==> src/hw/eeprom_settings.svh <==
`ifndef EEPROM_SETTINGS_SVH
`define EEPROM_SETTINGS_SVH

// byte address of a 2 Kbyte part, top 3 bits go in the device select
`define EEPROM_ADDR_W    11

`define EEPROM_CMD_DEPTH 4
`define EEPROM_RD_DEPTH  2

`define EEPROM_DEV_CODE  4'b1010
`define EEPROM_DROP_W    8

`endif

==> src/hw/eeprom_pkg.sv <==
`include "eeprom_settings.svh"

package eeprom_pkg;

    typedef enum logic {
        OP_WRITE = 1'b0,
        OP_READ  = 1'b1
    } eeprom_op_e;

    typedef struct packed {
        eeprom_op_e                op;
        logic [`EEPROM_ADDR_W-1:0] addr;
        logic [7:0]                wdata; // don't care for reads
    } eeprom_cmd_t;

    typedef struct packed {
        logic [7:0] data;
        logic       nack;  // slave refused a byte, data forced to 00
    } eeprom_rdata_t;

endpackage

==> src/hw/eeprom_fifo.sv <==
`timescale 1ns/1ps

module eeprom_fifo #(
    parameter type payload_t = logic [7:0],
    parameter int  DEPTH     = 4
) (
    input  logic     CLK,
    input  logic     RESET,
    input  logic     push,
    input  payload_t din,
    input  logic     pop,
    output payload_t dout,
    output logic     empty,
    output logic     full
);
    localparam int PTR_W = (DEPTH > 1) ? $clog2(DEPTH) : 1;
    localparam logic [PTR_W-1:0] LAST_PTR = PTR_W'(DEPTH - 1);
    localparam logic [PTR_W:0]   FULL_CNT = (PTR_W + 1)'(DEPTH);

    payload_t         mem [DEPTH];
    logic [PTR_W-1:0] wr_ptr;
    logic [PTR_W-1:0] rd_ptr;
    logic [PTR_W:0]   count;
    logic             do_push;
    logic             do_pop;

    assign do_push = push && !full;
    assign do_pop  = pop && !empty;
    assign empty   = (count == '0);
    assign full    = (count == FULL_CNT);
    assign dout    = mem[rd_ptr]; // head is always visible

    always_ff @(posedge CLK)
    begin
        if (do_push)
            mem[wr_ptr] <= din;
    end

    always_ff @(posedge CLK)
    begin
        if (RESET)
        begin
            wr_ptr <= '0;
            rd_ptr <= '0;
            count  <= '0;
        end
        else
        begin
            if (do_push)
                wr_ptr <= (wr_ptr == LAST_PTR) ? '0 : wr_ptr + 1'b1;
            if (do_pop)
                rd_ptr <= (rd_ptr == LAST_PTR) ? '0 : rd_ptr + 1'b1;
            case ({do_push, do_pop})
                2'b10:   count <= count + 1'b1;
                2'b01:   count <= count - 1'b1;
                default: count <= count;
            endcase
        end
    end

    a_push_full : assert property (@(posedge CLK) disable iff (RESET) push |-> !full);
    a_pop_empty : assert property (@(posedge CLK) disable iff (RESET) pop |-> !empty);

endmodule

==> src/hw/eeprom_req_capture.sv <==
`timescale 1ns/1ps
`include "eeprom_settings.svh"

module eeprom_req_capture (
    input  logic                      CLK,
    input  logic                      RESET,
    input  logic                      wr,
    input  logic                      rd,
    input  logic [`EEPROM_ADDR_W-1:0] addr,
    input  logic [7:0]                wdata,
    input  logic                      full,
    output logic                      push,
    output eeprom_pkg::eeprom_cmd_t   cmd,
    output logic [`EEPROM_DROP_W-1:0] drop_count
);
    logic                     pending;
    logic [1:0]               drop_inc;
    logic [`EEPROM_DROP_W:0]  drop_sum;

    always_ff @(posedge CLK)
    begin
        if (RESET)
            pending <= 1'b0;
        else
            pending <= wr | rd;
    end

    // write wins when both strobes arrive together
    always_ff @(posedge CLK)
    begin
        if (wr | rd)
        begin
            cmd.op    <= wr ? eeprom_pkg::OP_WRITE : eeprom_pkg::OP_READ;
            cmd.addr  <= addr;
            cmd.wdata <= wdata;
        end
    end

    assign push = pending && !full;

    assign drop_inc = {1'b0, wr & rd} + {1'b0, pending & full};
    assign drop_sum = {1'b0, drop_count} + {{(`EEPROM_DROP_W - 1){1'b0}}, drop_inc};

    always_ff @(posedge CLK)
    begin
        if (RESET)
            drop_count <= '0;
        else if (drop_sum[`EEPROM_DROP_W])
            drop_count <= '1; // saturate
        else
            drop_count <= drop_sum[`EEPROM_DROP_W-1:0];
    end

    // a request lost to a full queue moves the counter until it saturates
    a_drop_counted : assert property (@(posedge CLK) disable iff (RESET)
        (pending && full && (drop_count != '1)) |=> (drop_count != $past(drop_count)));

endmodule

==> src/hw/eeprom_serial_ctrl.sv <==
`timescale 1ns/1ps
`include "eeprom_settings.svh"

module eeprom_serial_ctrl (
    input  logic                      CLK,
    input  logic                      RESET,
    input  logic                      cmd_empty,
    output logic                      cmd_pop,
    input  eeprom_pkg::eeprom_cmd_t   cmd,
    input  logic                      rd_full,
    output logic                      rd_push,
    output eeprom_pkg::eeprom_rdata_t rd_result,
    output logic                      scl,
    output logic                      sda_o,
    output logic                      sda_oe,
    input  logic                      sda_i,
    output logic                      busy
);
    typedef enum logic [8:0] {
        ST_IDLE    = 9'b0_0000_0001,
        ST_START   = 9'b0_0000_0010,
        ST_CTRL_WR = 9'b0_0000_0100,
        ST_ADDR_WR = 9'b0_0000_1000,
        ST_DATA_WR = 9'b0_0001_0000,
        ST_RSTART  = 9'b0_0010_0000,
        ST_CTRL_RD = 9'b0_0100_0000,
        ST_DATA_RD = 9'b0_1000_0000,
        ST_STOP    = 9'b1_0000_0000
    } state_e;

    state_e                  state;
    state_e                  ack_next;
    eeprom_pkg::eeprom_cmd_t cmd_q;
    logic [7:0]              shreg;     // shared by send and receive
    logic [3:0]              bit_cnt;   // 0..7 data, 8 ack slot
    logic                    ph;        // 0 scl low, 1 scl high
    logic [1:0]              seq;       // step inside start, rstart, stop
    logic                    nack_q;
    logic                    in_byte;
    logic                    ack_end;
    logic                    shift_en;
    logic                    load_en;
    logic [7:0]              load_val;
    logic [7:0]              ctrl_wr_byte;
    logic [7:0]              ctrl_rd_byte;

    assign ctrl_wr_byte = {`EEPROM_DEV_CODE, cmd_q.addr[`EEPROM_ADDR_W-1:8], 1'b0};
    assign ctrl_rd_byte = {`EEPROM_DEV_CODE, cmd_q.addr[`EEPROM_ADDR_W-1:8], 1'b1};

    assign in_byte  = state inside {ST_CTRL_WR, ST_ADDR_WR, ST_DATA_WR, ST_CTRL_RD, ST_DATA_RD};
    assign ack_end  = in_byte && ph && (bit_cnt == 4'd8);
    assign shift_en = in_byte && ph && (bit_cnt != 4'd8);

    assign cmd_pop = (state == ST_IDLE) && !cmd_empty && !rd_full;
    assign busy    = (state != ST_IDLE);
    assign rd_push = (state == ST_STOP) && (seq == 2'd2) && (cmd_q.op == eeprom_pkg::OP_READ);
    assign rd_result = '{data: nack_q ? 8'h00 : shreg, nack: nack_q};

    // next byte to shift and where the ack slot leads
    always_comb
    begin
        load_en  = 1'b0;
        load_val = ctrl_wr_byte;
        ack_next = ST_STOP;
        case (state)
            ST_START:
                load_en = (seq == 2'd1);
            ST_CTRL_WR:
            begin
                load_en  = ack_end && !sda_i;
                load_val = cmd_q.addr[7:0];
                if (!sda_i)
                    ack_next = ST_ADDR_WR;
            end
            ST_ADDR_WR:
            begin
                load_en  = ack_end && !sda_i && (cmd_q.op == eeprom_pkg::OP_WRITE);
                load_val = cmd_q.wdata;
                if (!sda_i)
                    ack_next = (cmd_q.op == eeprom_pkg::OP_READ) ? ST_RSTART : ST_DATA_WR;
            end
            ST_RSTART:
            begin
                load_en  = (seq == 2'd2);
                load_val = ctrl_rd_byte;
            end
            ST_CTRL_RD:
            begin
                if (!sda_i)
                    ack_next = ST_DATA_RD;
            end
            default:
                ack_next = ST_STOP;
        endcase
    end

    always_ff @(posedge CLK)
    begin
        if (cmd_pop)
            cmd_q <= cmd;
        if (load_en)
            shreg <= load_val;
        else if (shift_en)
            shreg <= {shreg[6:0], sda_i};
    end

    always_ff @(posedge CLK)
    begin
        if (RESET)
        begin
            state   <= ST_IDLE;
            scl     <= 1'b1;
            sda_o   <= 1'b1;
            sda_oe  <= 1'b0;
            ph      <= 1'b0;
            bit_cnt <= '0;
            seq     <= '0;
            nack_q  <= 1'b0;
        end
        else
        begin
            case (state)
                ST_IDLE:
                begin
                    scl     <= 1'b1;
                    sda_o   <= 1'b1;
                    sda_oe  <= 1'b0;
                    ph      <= 1'b0;
                    bit_cnt <= '0;
                    seq     <= '0;
                    if (cmd_pop)
                    begin
                        nack_q <= 1'b0;
                        state  <= ST_START;
                    end
                end
                ST_START:
                begin
                    seq <= seq + 1'b1;
                    if (seq == 2'd0)
                    begin
                        sda_oe <= 1'b1; // sda falls with scl high
                        sda_o  <= 1'b0;
                    end
                    else
                    begin
                        scl     <= 1'b0;
                        sda_o   <= load_val[7];
                        ph      <= 1'b0;
                        bit_cnt <= '0;
                        state   <= ST_CTRL_WR;
                    end
                end
                ST_RSTART:
                begin
                    seq <= seq + 1'b1;
                    case (seq)
                        2'd0:
                            scl <= 1'b1;
                        2'd1:
                            sda_o <= 1'b0; // repeated start
                        default:
                        begin
                            scl     <= 1'b0;
                            sda_o   <= load_val[7];
                            ph      <= 1'b0;
                            bit_cnt <= '0;
                            state   <= ST_CTRL_RD;
                        end
                    endcase
                end
                ST_STOP:
                begin
                    seq <= seq + 1'b1;
                    case (seq)
                        2'd0:
                            scl <= 1'b1;
                        2'd1:
                        begin
                            sda_oe <= 1'b0; // sda rises with scl high
                            sda_o  <= 1'b1;
                        end
                        default:
                            state <= ST_IDLE;
                    endcase
                end
                default:
                begin
                    ph <= ~ph;
                    if (!ph)
                        scl <= 1'b1;
                    else if (bit_cnt != 4'd8)
                    begin
                        scl     <= 1'b0;
                        bit_cnt <= bit_cnt + 1'b1;
                        if (bit_cnt == 4'd7)
                        begin
                            sda_oe <= (state == ST_DATA_RD); // master nack ends the read
                            sda_o  <= 1'b1;
                        end
                        else
                        begin
                            sda_oe <= (state != ST_DATA_RD);
                            sda_o  <= shreg[6];
                        end
                    end
                    else
                    begin
                        scl     <= 1'b0;
                        bit_cnt <= '0;
                        seq     <= '0;
                        state   <= ack_next;
                        if (state != ST_DATA_RD && sda_i)
                            nack_q <= 1'b1;
                        case (ack_next)
                            ST_DATA_RD:
                                sda_oe <= 1'b0;
                            ST_RSTART:
                            begin
                                sda_oe <= 1'b1;
                                sda_o  <= 1'b1;
                            end
                            ST_STOP:
                            begin
                                sda_oe <= 1'b1;
                                sda_o  <= 1'b0;
                            end
                            default:
                            begin
                                sda_oe <= 1'b1;
                                sda_o  <= load_val[7];
                            end
                        endcase
                    end
                end
            endcase
        end
    end

    // bus line, including the slave, holds steady from low phase through high phase
    a_sda_stable : assert property (@(posedge CLK) disable iff (RESET)
        (scl && in_byte) |-> $stable(sda_i));

endmodule

==> src/hw/eeprom_subsystem.sv <==
`timescale 1ns/1ps
`include "eeprom_settings.svh"

module eeprom_subsystem (
    input  logic                      CLK,
    input  logic                      RESET,
    input  logic                      wr,
    input  logic                      rd,
    input  logic [`EEPROM_ADDR_W-1:0] addr,
    input  logic [7:0]                wdata,
    input  logic                      rd_pop,
    output logic                      rd_valid,
    output logic [7:0]                rdata,
    output logic                      rd_nack,
    output logic [`EEPROM_DROP_W-1:0] drop_count,
    output logic                      busy,
    output logic                      scl,
    output logic                      sda_o,
    output logic                      sda_oe,
    input  logic                      sda_i
);
    logic                      cmd_push;
    logic                      cmd_pop;
    logic                      cmd_empty;
    logic                      cmd_full;
    eeprom_pkg::eeprom_cmd_t   cmd_in;
    eeprom_pkg::eeprom_cmd_t   cmd_head;
    logic                      rd_push;
    logic                      rd_empty;
    logic                      rd_full;
    eeprom_pkg::eeprom_rdata_t rd_result;
    eeprom_pkg::eeprom_rdata_t rd_head;

    assign rd_valid = !rd_empty;
    assign rdata    = rd_head.data;
    assign rd_nack  = rd_head.nack;

    eeprom_req_capture capture_i (
        .CLK        (CLK),
        .RESET      (RESET),
        .wr         (wr),
        .rd         (rd),
        .addr       (addr),
        .wdata      (wdata),
        .full       (cmd_full),
        .push       (cmd_push),
        .cmd        (cmd_in),
        .drop_count (drop_count)
    );

    eeprom_fifo #(
        .payload_t (eeprom_pkg::eeprom_cmd_t),
        .DEPTH     (`EEPROM_CMD_DEPTH)
    ) cmd_fifo_i (
        .CLK   (CLK),
        .RESET (RESET),
        .push  (cmd_push),
        .din   (cmd_in),
        .pop   (cmd_pop),
        .dout  (cmd_head),
        .empty (cmd_empty),
        .full  (cmd_full)
    );

    eeprom_serial_ctrl ctrl_i (
        .CLK       (CLK),
        .RESET     (RESET),
        .cmd_empty (cmd_empty),
        .cmd_pop   (cmd_pop),
        .cmd       (cmd_head),
        .rd_full   (rd_full),
        .rd_push   (rd_push),
        .rd_result (rd_result),
        .scl       (scl),
        .sda_o     (sda_o),
        .sda_oe    (sda_oe),
        .sda_i     (sda_i),
        .busy      (busy)
    );

    eeprom_fifo #(
        .payload_t (eeprom_pkg::eeprom_rdata_t),
        .DEPTH     (`EEPROM_RD_DEPTH)
    ) rd_fifo_i (
        .CLK   (CLK),
        .RESET (RESET),
        .push  (rd_push),
        .din   (rd_result),
        .pop   (rd_pop),
        .dout  (rd_head),
        .empty (rd_empty),
        .full  (rd_full)
    );

endmodule

==> config.mk <==
export PLATFORM = sky130hd
export DESIGN_NAME = eeprom_subsystem
export DESIGN_NICKNAME = d
export VERILOG_FILES = /design/src/hw/eeprom_pkg.sv /design/src/hw/eeprom_fifo.sv /design/src/hw/eeprom_req_capture.sv /design/src/hw/eeprom_serial_ctrl.sv /design/src/hw/eeprom_subsystem.sv
export VERILOG_INCLUDE_DIRS = /design/src /design/src/hw
export SDC_FILE = /design/constraint.sdc
export NUM_CORES = 1
export LEC_CHECK = 0
export ABC_CLOCK_PERIOD_IN_PS = 3500
export BUFFER_PORTS_ARGS = -buffer_cell sky130_fd_sc_hd__buf_2
export CAP_MARGIN = 10
export CORE_UTILIZATION = 60
export DETAILED_ROUTE_END_ITERATION = 8
export PLACE_DENSITY_LB_ADDON = 0.3
export SYNTH_ARGS = -nofsm -noshare
export SYNTH_HDL_FRONTEND = slang
export SYNTH_SLANG_ARGS = --single-unit
==> constraint.sdc <==
create_clock -name CLK -period 3.5 [get_ports CLK]
set_input_delay 0.175 -clock CLK [delete_from_list [all_inputs] [get_ports CLK]]
set_output_delay 0.175 -clock CLK [all_outputs]
set_load 0.01 [all_outputs]
* Yosys cells after proc, flatten, opt, wreduce, memory -nomap -nowiden
Memories as Yosys holds them, arrays and structs flattened. A register that Yosys moved wholly into a read port is not among the register bits.
Cells that the tools add are included.
** Storage, ports and cells
- Register bits after elaboration :: 68
- Output and inout bits :: 22
- Memories kept :: 2
- Word-level logic and storage cells :: 190
- Bits in writable memories :: 98
- Bits of input ports :: 25
** Memory list
- cmd_fifo_i.mem :: depth 4, width 20, rd ports 1, clocked after Yosys merged registers in 1, write ports 1, line eeprom_fifo.sv:20 : payload_t mem [DEPTH];
- rd_fifo_i.mem :: depth 2, width 9, rd ports 1, clocked after Yosys merged registers in 1, write ports 1, line eeprom_fifo.sv:20
** Operators by class
- $add $sub $neg :: 12
- Equality and inequality tests :: 40
- Muxes and demuxes :: 65
- Bitwise operators :: 8
- Reductions and logical operators :: 43
** Operators with widths (number)
- two-way mux 9 bit :: 9
- one-hot mux 9 bit (4 select lines) :: 1
- two-way mux 8 bit :: 4
- two-way mux 1 bit :: 27
- one-hot mux 9 bit (3 select lines) :: 1
- one-hot mux 8 bit (3 select lines) :: 1
- one-hot mux 1 bit (4 select lines) :: 5
- equality test 9 x 6 -> 1 bit (second input constant) :: 2
- equality test 9 x 8 -> 1 bit (second input constant) :: 2
- equality test 9 bit (second input constant) :: 2
- != test 2 bit (second input constant) :: 9
- two-way mux 4 bit :: 4
- one-hot mux 4 bit (4 select lines) :: 1
- logical AND 1 bit :: 15
- equality test 2 bit (second input constant) :: 6
- AND reduction 4 bit :: 3
- nonzero test 2 bit :: 5
- nonzero test 5 bit :: 2
- adder 8 x 2 -> 9 bit :: 1
- equality test 9 x 1 -> 1 bit (second input constant) :: 1
- equality test 9 x 2 -> 1 bit (second input constant) :: 1
- equality test 9 x 3 -> 1 bit (second input constant) :: 1
- equality test 9 x 4 -> 1 bit (second input constant) :: 1
- equality test 9 x 5 -> 1 bit (second input constant) :: 1
- other kinds (39) :: 63

* Depth between registers and ports, before layout
Gate-level depths: netlist (run 1).
- Word-level depth :: 8
- Gate-level depth with buffers :: 11
- Depth with buffers taken out :: 10

* Hierarchy
From an unflattened synthesis (run 1), not the netlist that was laid out.
** Second synthesis, totals
- Cells, all modules :: 588
- Area total of the unflattened synthesis :: 8237.9 sq um
** Modules (own cells, without submodules)
- eeprom_fifo at cmd_fifo_i :: instances 1, area each 3368.2 sq um, seq. area each 2582.5 sq um, cells each 158
- eeprom_serial_ctrl :: instances 1, area each 2914.0 sq um, seq. area each 1241.2 sq um, cells each 306
- eeprom_req_capture :: instances 1, area each 1081.0 sq um, seq. area each 780.7 sq um, cells each 69
- eeprom_fifo at rd_fifo_i :: instances 1, area each 870.8 sq um, seq. area each 640.6 sq um, cells each 54
- eeprom_subsystem :: instances 1, area each 3.8 sq um, seq. area each 0.0 sq um, cells each 1

* Least setup slack after synthesis (run 1)
Ideal clock, no wire load.
- Kind :: register to register
- Start :: register ctrl_i.state[1]
- End :: register cmd_fifo_i.count[2]
- Stages on the path, launching flop included :: 12
- Setup time :: 0.070 ns
- Clock period less this slack :: 2.598 ns
- Arrival time :: 2.527 ns
- Path slack :: 0.902 ns
- Required time :: 3.430 ns
- Buffers on the path :: 2
- Path through :: dfxtp_1 buf_2 nor3_1 clkbuf_1 nand3_1 nor2_1 ha_1 inv_1 fa_1 xor2_1 or3_1 a21oi_1
** On the way
- Word-level cells in the longest chain between the ends :: 6
- Elaborated cells between the ends (all ways) :: 8
- Classes of those cells :: eq/ne (3); mux (1); reduce/logical (4)
** Ends and longest elaborated chain
- start, declared :: line eeprom_serial_ctrl.sv:31 : state_e state;
- start signal, assigned :: line eeprom_serial_ctrl.sv:212 : state <= ack_next;
- equality test 9 x 1 -> 1 bit * :: line eeprom_serial_ctrl.sv:54 : assign cmd_pop = (state == ST_IDLE) && !cmd_empty && !rd_full;
- logical AND 1 bit * (2 in a row) :: line eeprom_serial_ctrl.sv:54
- logical AND 1 bit * :: line eeprom_fifo.sv:28 : assign do_pop = pop && !empty;
- named net cmd_fifo_i.do_pop :: line eeprom_fifo.sv:25 : logic do_pop;
- equality test 2 x 1 -> 1 bit or equality test 2 bit (tied branches) :: line eeprom_fifo.sv:53 : case ({do_push, do_pop})
- one-hot mux 3 bit (2 select lines) or nonzero test 2 bit (tied branches)
- end signal, assigned :: line eeprom_fifo.sv:54 : 2'b10: count <= count + 1'b1;
- end signal, assigned :: line eeprom_fifo.sv:55 : 2'b01: count <= count - 1'b1;
- end signal, assigned :: line eeprom_fifo.sv:56 : default: count <= count;
- end, declared :: line eeprom_fifo.sv:23 : logic [PTR_W:0] count;
The timed path passes the listed nets; every way through them passes the cells marked *.
A chain may end at the register's enable or synchronous reset.

* Final worst setup path (run 1)
- Start :: register ctrl_i.state[2]
- End :: register cmd_fifo_i.count[2]
Same word-level chain as after synthesis.

==> impl_metrics.csv, run 1 <==
group,metric,value,unit
min_path,worstHoldPathCells,4,
min_path,hold_path_class,"in2reg",
synth,synth_warnings,0,
detailed_routing,antenna_left,0,
critical_path,worst-path-stages,9,
timing,drv_slew,0,
clock_network,postCtsSetupBuffers,0,
place,gp_congestion,0.885,
power,p_total,6170,µW
timing,min_period,2.96,ns
timing,holdWs,0.173,ns
clock_network,clkTransAtPathRegs,0.07,ns
detailed_routing,drt_iter0_markers,370,
global_route,antenna_found_initial,0,
critical_path,critical_path.top_delay_family,"simple AND/OR/NAND/NOR gates",
floorplan,start_util,0.624,
floorplan,core-area,12800,µm²
timing,fmax,0.337,GHz
synth,avgSynthCellArea,14.3,µm²
detailed_routing,drc,0,
critical_path,setup.worst_path.class,"reg2reg",
job,max_cap_viol_count,0,
floorplan,die_h,117,µm
critical_path,critPathCaptureType,"flip-flop",
detailed_routing,route.vias.total,4767,
floorplan,io_pins,47,
floorplan,core.rowCount,41,
detailed_routing,post_drt_wl_per_cell,20.3,µm
critical_path,cp.arrival,3.32,ns
run_status,status,"complete, no violations",
floorplan,dieArea,13700,µm²
clock_network,tritoncts,"yes",
timing,worst_slew_pin_slew,1.14,ns
critical_path,ff2ff_path_depth,9,
finish,fin_util,0.713,
synth,ys_types,68,
synth,seq_area_frac_synth,0.653,
floorplan,die-width,117,µm
finish,instances_no_fill,809,
clock_network,post_cts_resized,0,
place,dp_cells,757,
place,io_buffers,46,
critical_path,cp.required,3.86,ns
global_route,grt_pass1_wl,25200,µm
global_route,grt_use_total,0.260,
detailed_routing,vias_per_cell,5.89,
place,dp_hpwl,10300,µm
synth,syn-cell-area,7970,µm²
power,p_leak,0.00323,µW
timing,final-hold-violation-count,0,
clock_network,clockRootBuffer,"clkbuf_16",
clock_network,htreeDepth,4,
detailed_routing,wl,16500,µm
global_route,grt_max_degree,36,
finish,drive_above_1_share,0.203,
timing,tns,0,ns
timing,rsz0062_at_grt,"false",
critical_path,worst-path-max-fanout,17,
power,powerDensity,678,nW/µm²
synth,synth_seq_cells,187,
critical_path,crit_slowest_cell,"nor4_2",
critical_path,worstPathCellList,"nor4_2 -> nand3_1 -> nor2_1 -> ha_1 -> inv_1 -> fa_1 -> xor2_1 -> or3_1 -> a21oi_1",
critical_path,worst_setup_path_start_kind,"flip-flop",
detailed_routing,firstDrtPassIters,5,
finish,antenna_cells,0,
synth,async_flop_share,0,
synth,ys.flop_type,"edfxtp_1",
timing,final.setup_skew,0.0102,ns
clock_network,cts_buffer_depth,2,
timing,min_period_over_period,0.847,
synth,synth_enable_flop_cells,146,
clock_network,clock_latency,0.43,ns
clock_network,cts_made_buffers,17,
min_path,hold_path_end,"rd_fifo_i.rd_ptr",
power,vdd_ir_drop_max,0.000504,V
global_route,grt_pass1_vias,4649,
synth,synth_nets,597,
critical_path,r2r_end,"cmd_fifo_i.count[2]",
timing,slew_headroom,0.240,
critical_path,path_buf_inv,1,
finish,fin_nets,664,
finish,syn_to_final_growth,14.3,%
critical_path,r2r_start,"ctrl_i.state[2]",
critical_path,crit_path_max_incr_delay,0.62,ns
min_path,worstHoldStart,"rd_pop",
timing,finalSetupViolCount,0,
global_route,grt_overflow_total,0,
clock_network,hold_buffers,20,
critical_path,reg2reg_setup_slack,0.54,ns
clock_network,clock_sinks,187,
synth,synth_cells,557,
registers in the layout, summed over array words and instances (netlist names), 2 cells and up, named ones only:
register              count
capture_i.cmd            20
capture_i.drop_count      8
cmd_fifo_i.count          3
cmd_fifo_i.mem           80
cmd_fifo_i.rd_ptr         2
cmd_fifo_i.wr_ptr         2
ctrl_i.bit_cnt            4
ctrl_i.cmd_q             20
ctrl_i.seq                2
ctrl_i.shreg              8
ctrl_i.state              9
rd_fifo_i.count           2
rd_fifo_i.mem            18
cell usage after synthesis, types with 7 or more instances:
master    instances  area (µm²)
inv_1            18        67.6
mux4_2           20         450
nand2b_1          9        56.3
dfxtp_1          41         821
mux2_2           11         124
nor2b_1          15        93.8
nand2_1          34         128
and3_1            9        56.3
nor2_1           31         116
a21oi_1          25         125
clkbuf_1         14        52.6
o21ai_0          13        65.1
xor2_1            9        78.8
ha_1             13         163
edfxtp_1        146        4380
nand3_1          14        70.1
nand4_1           7        43.8
layer usage:
metal / vias to the layer above / track usage / routed length, µm
li1: 2265 / - / -
met1: 2328 / 0.318 / 6850
met2: 137 / 0.444 / 8370
met3: 37 / 0.0602 / 781
met4: 0 / 0.116 / 460
met5: - / 0 / 0
layout by cell type, fill, tap and decap left out, types with 9 or more instances in the layout:
master	count
a21oi_1	25
mux4_2	20
nor2_1	31
nand2b_1	9
and3_1	9
inv_1	18
edfxtp_1	146
nor2b_1	15
dfxtp_1	41
mux2_2	11
o21ai_0	13
dlygate4sd3_1	20
buf_2	46
ha_1	13
clkbuf_16	17
nand2_1	34
xor2_1	9
nand3_1	14
metrics by stage:
stage / setup WS [ns] / cell area, µm²
after floorplan: 0.902 / 7970
after global placement: 0.693 / 8350
after detailed placement: 0.539 / 8350
after CTS: 0.528 / 9110
after global routing: 0.239 / 9110
final: 0.536 / 9110
report_power, final:
part / switching, µW / internal [µW] / total (µW)
Clock: 868 / 938 / 1810
Combinational: 821 / 614 / 1440
Sequential: 202 / 2730 / 2930
Total: 1890 / 4280 / 6170
worst min-delay path: stages:
cell and delay [ns]:
buf_2 0.07, and2_1 0.16, xnor2_1 0.09, nor2_1 0.07
cells by family (layout without fill, tap and decap cells):
family / count (synthesis) / in the layout / share of synthesized area
AND/OR/NAND/NOR: 164 / 164 / 0.116
adder cells (fa/ha/maj): 15 / 15 / 0.0254
flip-flops: 187 / 187 / 0.653
multiplexers: 41 / 41 / 0.0857
XOR/XNOR: 14 / 14 / 0.0154
AO/OA/AOI/OAI: 92 / 92 / 0.0813
buffers and inverters: 44 / 124 / 0.0231
cell type report:
type	count	area, µm²
sequential	187	5200
multi-input combinational	326	2580
tap	172	215
fill	826	3660
timing repair buffer	73	483
clock buffer	18	429
clock inverter	14	126
inverter	19	71.3
worst max-delay path by stage:
stage,slack [ns],from,to
global route,0.24,ctrl_i.state[2],cmd_fifo_i.count[2]
floorplan,0.90,ctrl_i.state[1],cmd_fifo_i.count[2]
CTS,0.53,ctrl_i.state[2],cmd_fifo_i.count[2]
detailed placement,0.54,ctrl_i.state[2],cmd_fifo_i.count[2]
global placement,0.69,ctrl_i.state[2],cmd_fifo_i.count[2]
finish,0.54,ctrl_i.state[2],cmd_fifo_i.count[2]
Power figures use the tool's default switching activity.
==> inputs of run 2 (changes only) <==
--- a/config.mk
+++ b/config.mk
@@ -6,10 +6,10 @@
 export SDC_FILE = /design/constraint.sdc
 export NUM_CORES = 1
 export LEC_CHECK = 0
-export ABC_CLOCK_PERIOD_IN_PS = 3500
+export ABC_CLOCK_PERIOD_IN_PS = 2500
 export BUFFER_PORTS_ARGS = -buffer_cell sky130_fd_sc_hd__buf_2
 export CAP_MARGIN = 10
-export CORE_UTILIZATION = 60
+export CORE_UTILIZATION = 55
 export DETAILED_ROUTE_END_ITERATION = 8
 export PLACE_DENSITY_LB_ADDON = 0.3
 export SYNTH_ARGS = -nofsm -noshare
==> constraint.sdc (replaced) <==
create_clock -name CLK -period 2.5 [get_ports CLK]
set_input_delay 0.125 -clock CLK [delete_from_list [all_inputs] [get_ports CLK]]
set_output_delay 0.125 -clock CLK [all_outputs]
set_load 0.01 [all_outputs]
==> run 2 against run 1 <==
  * Global-route usage is 3.3 points lower
  * Sequential share of layout area down 1.4 points
  * Critical path type unchanged
  * Flip-flop and latch count unchanged
  * Largest power group unchanged
  * Fmax is 25% higher
  * Routed wire length decreased by 3.7%
  * Critical path depth is 3 lower
  * Critical endpoint is now rd_fifo_i.count[1]
  * First-iteration DRC count decreased by 3.0%
  * Worst hold slack got worse by 0.073 ns
  * Cell count rose by 3.7%
==> impl_metrics.csv, run 2 (synthesis gave the netlist of run 1 again) <==
group,metric,value,unit
finish,regArea,5200,µm²
min_path,hold_path_class,"in2reg",
place,dp_slack,0.141,ns
global_route,grt_overflow_total,0,
critical_path,r2r_start,"ctrl_i.state[3]",
global_route,grt_pass1_vias,4737,
timing,min_period_over_period,0.949,
floorplan,die_h,122,µm
timing,finalSetupViolCount,0,
clock_network,tritoncts,"yes",
timing,fin_ws,0.127,ns
clock_network,htreeDepth,4,
finish,syn_to_final_growth,17.2,%
place,placed_cell_area,8540,µm²
global_route,grt-busiest-layer,"met2",
finish,final_common_cell,"edfxtp_1",
finish,antenna_cells,0,
power,powerDensity,956,nW/µm²
detailed_routing,drt_iter0_markers,359,
detailed_routing,antenna_left,0,
critical_path,crit_slowest_cell,"or4_1",
critical_path,setup.worst_path.class,"reg2reg",
detailed_routing,route.vias.total,4912,
global_route,grt_use_total,0.227,
critical_path,crit_path_max_incr_delay,0.59,ns
floorplan,dieArea,15000,µm²
timing,rsz0062_at_grt,"false",
critical_path,critical_path.top_delay_family,"simple AND/OR/NAND/NOR gates",
power,p_leak,0.00336,µW
timing,worst_slew_pin_slew,1.07,ns
critical_path,cp.arrival,2.73,ns
clock_network,cts_buffer_depth,2,
finish,fin_area,9340,µm²
finish,multi_input_area,2600,µm²
finish,largest_reg_flops,80,
floorplan,die-width,122,µm
critical_path,cp.required,2.86,ns
global_route,grtUsageMet1,0.293,
place,io_buffers,46,
finish,top_register,"cmd_fifo_i.mem",
timing,tns,0,ns
critical_path,worst_setup_path_start_kind,"flip-flop",
timing,slew_headroom,0.289,
critical_path,path_buf_inv,0,
floorplan,core-area,14000,µm²
clock_network,clkTransAtPathRegs,0.07,ns
critical_path,cp-startpoint,"ctrl_i.state[3]",
floorplan,start_util,0.570,
min_path,worstHoldStart,"RESET",
clock_network,clockRootBuffer,"clkbuf_16",
place,dp_hpwl,10600,µm
clock_network,cts_made_buffers,17,
finish,largestRegisters,"cmd_fifo_i.mem (80), capture_i.cmd (20), ctrl_i.cmd_q (20)",
critical_path,worst-path-max-fanout,4,
timing,min_period,2.37,ns
place,gp_congestion,0.852,
detailed_routing,wl,15800,µm
job,max_cap_viol_count,0,
global_route,use_met2,0.380,
finish,drive_above_1_share,0.232,
run_status,status,"complete, no violations",
floorplan,core.rowCount,43,
global_route,grt_pass1_wl,24900,µm
critical_path,critPathCaptureType,"flip-flop",
clock_network,clock_sinks,187,
global_route,grt_max_degree,23,
detailed_routing,firstDrtPassIters,5,
timing,final-hold-violation-count,0,
floorplan,io_pins,47,
critical_path,worstPathCellList,"or4_1 -> nor3_1 -> nand4_1 -> ha_1 -> or3_1 -> a21oi_1",
timing,fmax,0.421,GHz
finish,nFillCells,961,
global_route,antenna_found_initial,0,
finish,fin_nets,686,
detailed_routing,drc,0,
detailed_routing,vias_per_cell,5.85,
global_route,use_met3,0.0488,
timing,final.setup_skew,0.00850,ns
detailed_routing,post_drt_wl_per_cell,18.9,µm
power,vdd_ir_drop_max,0.000762,V
finish,mostFrequentLayoutCells,"edfxtp_1 (146), buf_2 (46), dfxtp_1 (41)",
clock_network,clock_latency,0.43,ns
timing,drv_slew,0,
[run 2: power by group]
group	internal, µW	leakage, µW	switching [µW]
combinational	984	0.00139	1210
sequential	3820	0.00169	234
clock	1500	0.000285	1170
[run 2: metrics by stage]
stage                     hold slack [ns]  cells  power (µW)  utilization
after floorplan                     0.224    557        5580            -
after global placement              0.301    787        6210        0.611
after detailed placement            0.303    787        6270        0.611
after CTS                          0.0751    839        8950        0.667
after global routing               0.0940    839        9340        0.668
final                               0.100    839        8930        0.668
[run 2: layout make-up]
cell class	instances	share of cell area
repair buffers	95	0.0694
clock inverters	13	0.0170
multi-input cells	326	0.278
clock buffers	19	0.0463
inverters	19	0.00764
flip-flops and latches	187	0.557
well taps	180	0.0241
[run 2: final timing paths]
path	cells past startpoint	endpoint	slack (ns)
worst max-delay path	6	rd_fifo_i.count[1]	0.13
worst min-delay path	2	rd_fifo_i.wr_ptr	0.10
worst max register to register	6	rd_fifo_i.count[1]	0.13
worst min register to register	0	cmd_fifo_i.mem[1][18]	0.50
[run 2: routing by layer]
layer | vias up | routed length (µm)
li1 | 2298 | -
met1 | 2420 | 6970
met2 | 162 | 7880
met3 | 32 | 724
met4 | 0 | 269
met5 | - | 0
[run 2: repair_timing]
action,CTS,global route
setup buffers,0,0
setup endpoints to repair,0,1
hold buffers,20,0
endpoints found under the hold margin,20,0
gates resized for setup,0,1
==> inputs of run 3 (changes only) <==
--- a/config.mk
+++ b/config.mk
@@ -6,10 +6,10 @@
 export SDC_FILE = /design/constraint.sdc
 export NUM_CORES = 1
 export LEC_CHECK = 0
-export ABC_CLOCK_PERIOD_IN_PS = 2500
+export ABC_CLOCK_PERIOD_IN_PS = 3000
 export BUFFER_PORTS_ARGS = -buffer_cell sky130_fd_sc_hd__buf_2
 export CAP_MARGIN = 10
-export CORE_UTILIZATION = 55
+export CORE_UTILIZATION = 65
 export DETAILED_ROUTE_END_ITERATION = 8
 export PLACE_DENSITY_LB_ADDON = 0.3
 export SYNTH_ARGS = -nofsm -noshare
==> constraint.sdc (replaced) <==
create_clock -name CLK -period 3 [get_ports CLK]
set_input_delay 0.15 -clock CLK [delete_from_list [all_inputs] [get_ports CLK]]
set_output_delay 0.15 -clock CLK [all_outputs]
set_load 0.01 [all_outputs]
==> run 3 against run 2 <==
  * Routed wire length rose by 10%
  * Clock power fell by 20%
  * Clock-buffer cell count fell by 1
  * Design area fell by 2.0%
  * Largest cell class unchanged
  * Critical endpoint is now cmd_fifo_i.count[2]
  * Critical path depth rose by 3
  * Fmax fell by 14%
  * Via count rose by 0.92%
  * Sequential share of layout area rose by 1.1 points
  * Non-clock buffer count fell by 12
==> impl_metrics.csv, run 3 (synthesis gave the netlist of run 1 again) <==
group,metric,value,unit
finish,syn_to_final_growth,14.9,%
detailed_routing,antenna_left,0,
detailed_routing,wl,17500,µm
place,placed_cell_area,8400,µm²
critical_path,worst_setup_path_start_kind,"flip-flop",
detailed_routing,drt_iter0_markers,625,
finish,antenna_cells,0,
global_route,grt_max_degree,35,
timing,final.setup_skew,0.00857,ns
job,max_cap_viol_count,0,
global_route,grt_use_total,0.305,
finish,instances_no_fill,794,
critical_path,cp.arrival,3.11,ns
timing,slew_headroom,0.300,
global_route,antenna_found_initial,0,
critical_path,r2r_end,"cmd_fifo_i.count[2]",
critical_path,r2r_start,"ctrl_i.state[6]",
finish,drive_above_1_share,0.215,
critical_path,ff2ff_path_depth,9,
floorplan,die_h,113,µm
finish,fin_area,9160,µm²
clock_network,tritoncts,"yes",
clock_network,hold_buffers,20,
critical_path,reg2reg_setup_slack,0.25,ns
place,gp_congestion,0.921,
clock_network,clkTransAtPathRegs,0.07,ns
timing,drv_slew,0,
finish,fin_nets,674,
global_route,grt_pass1_wl,27700,µm
clock_network,clock_latency,0.44,ns
detailed_routing,drc,0,
timing,min_period_over_period,0.915,
min_path,worstHoldPathCells,4,
timing,tns,0,ns
timing,final-hold-violation-count,0,
detailed_routing,route.vias.total,4957,
floorplan,die-width,113,µm
timing,fmax,0.364,GHz
finish,nFillCells,688,
finish,largest_reg_flops,80,
min_path,hold_path_end,"rd_fifo_i.rd_ptr",
power,powerDensity,796,nW/µm²
finish,mostFrequentLayoutCells,"edfxtp_1 (146), buf_2 (46), dfxtp_1 (41)",
critical_path,setup.worst_path.class,"reg2reg",
floorplan,core.rowCount,40,
clock_network,cts_buffer_depth,2,
clock_network,postCtsSetupBuffers,0,
floorplan,start_util,0.666,
timing,rsz0062_at_grt,"false",
clock_network,cts_made_buffers,17,
run_status,status,"complete, no violations",
detailed_routing,post_drt_wl_per_cell,22.0,µm
min_path,hold_path_class,"in2reg",
floorplan,io_pins,47,
detailed_routing,vias_per_cell,6.24,
clock_network,clockRootBuffer,"clkbuf_16",
clock_network,htreeDepth,4,
place,dp_hpwl,11000,µm
timing,worst_slew_pin_slew,1.05,ns
critical_path,cp-startpoint,"ctrl_i.state[6]",
place,io_buffers,46,
floorplan,core-area,12000,µm²
timing,finalSetupViolCount,0,
floorplan,dieArea,12700,µm²
critical_path,critPathCaptureType,"flip-flop",
clock_network,clock_sinks,187,
finish,largestRegisters,"cmd_fifo_i.mem (80), capture_i.cmd (20), ctrl_i.cmd_q (20)",
global_route,grt_overflow_total,0,
clock_network,post_cts_resized,0,
min_path,worstHoldStart,"rd_pop",
detailed_routing,firstDrtPassIters,5,
finish,top_register,"cmd_fifo_i.mem",
critical_path,worst-path-max-fanout,11,
power,p_leak,0.00328,µW
critical_path,cp.required,3.36,ns
timing,min_period,2.75,ns
finish,final_common_cell,"edfxtp_1",
power,vdd_ir_drop_max,0.000606,V
place,dp_cells,742,
global_route,grt_pass1_vias,4990,
run 3: stage by stage:
| step | hold WS [ns] | power, µW | worst slack (ns) | utilization |
|---|---|---|---|---|
| after global placement | 0.326 | 5110 | 0.475 | 0.702 |
| final | 0.146 | 7290 | 0.254 | 0.765 |
| after global routing | 0.168 | 7610 | 0.0657 | 0.765 |
| after floorplan | 0.249 | 4640 | 0.402 | - |
| after detailed placement | 0.328 | 5150 | 0.357 | 0.702 |
| after CTS | 0.139 | 7300 | 0.303 | 0.765 |
run 3: power by group:
group	total, µW	leakage, µW	internal, µW	switching [µW]
logic	1720	0.00132	736	987
registers	3430	0.00169	3180	245
clock network	2140	0.000275	1100	1040
run 3: critical path, stage by stage, from the launching register on:
cell	delay (ns)
dfxtp_1	0.43
nor4_2	0.57
nand3_1	0.18
nor2_1	0.20
ha_1	0.22
inv_1	0.06
fa_1	0.37
xor2_1	0.15
or3_1	0.31
a21oi_1	0.16
run 3: how the worst max path moves through the flow:
stage / to / slack (ns) / cells past startpoint
2_1_floorplan: cmd_fifo_i.count[2] / 0.40 / 11
3_3_place_gp: cmd_fifo_i.count[2] / 0.48 / 9
3_5_place_dp: cmd_fifo_i.count[2] / 0.36 / 9
4_1_cts: cmd_fifo_i.count[2] / 0.30 / 9
5_1_grt: cmd_fifo_i.count[2] / 0.07 / 9
6_report: cmd_fifo_i.count[2] / 0.25 / 9
run 3: final cells by class:
class                           instances  area (µm²)  area share
Sequential cell                       187        5200       0.568
Multi-Input combinational cell        326        2580       0.282
Timing Repair Buffer                   83         558      0.0609
Clock buffer                           18         429      0.0469
Tap cell                              147         184      0.0201
Clock inverter                         14         129      0.0141
Inverter                               19        71.3     0.00779
run 3: metal layers:
metal	share of wire	GRT usage	vias up
met3	0.065	0.0766	41
li1	-	-	2287
met2	0.51	0.509	207
met4	0.028	0.130	0
met1	0.40	0.383	2422
met5	0	0	-
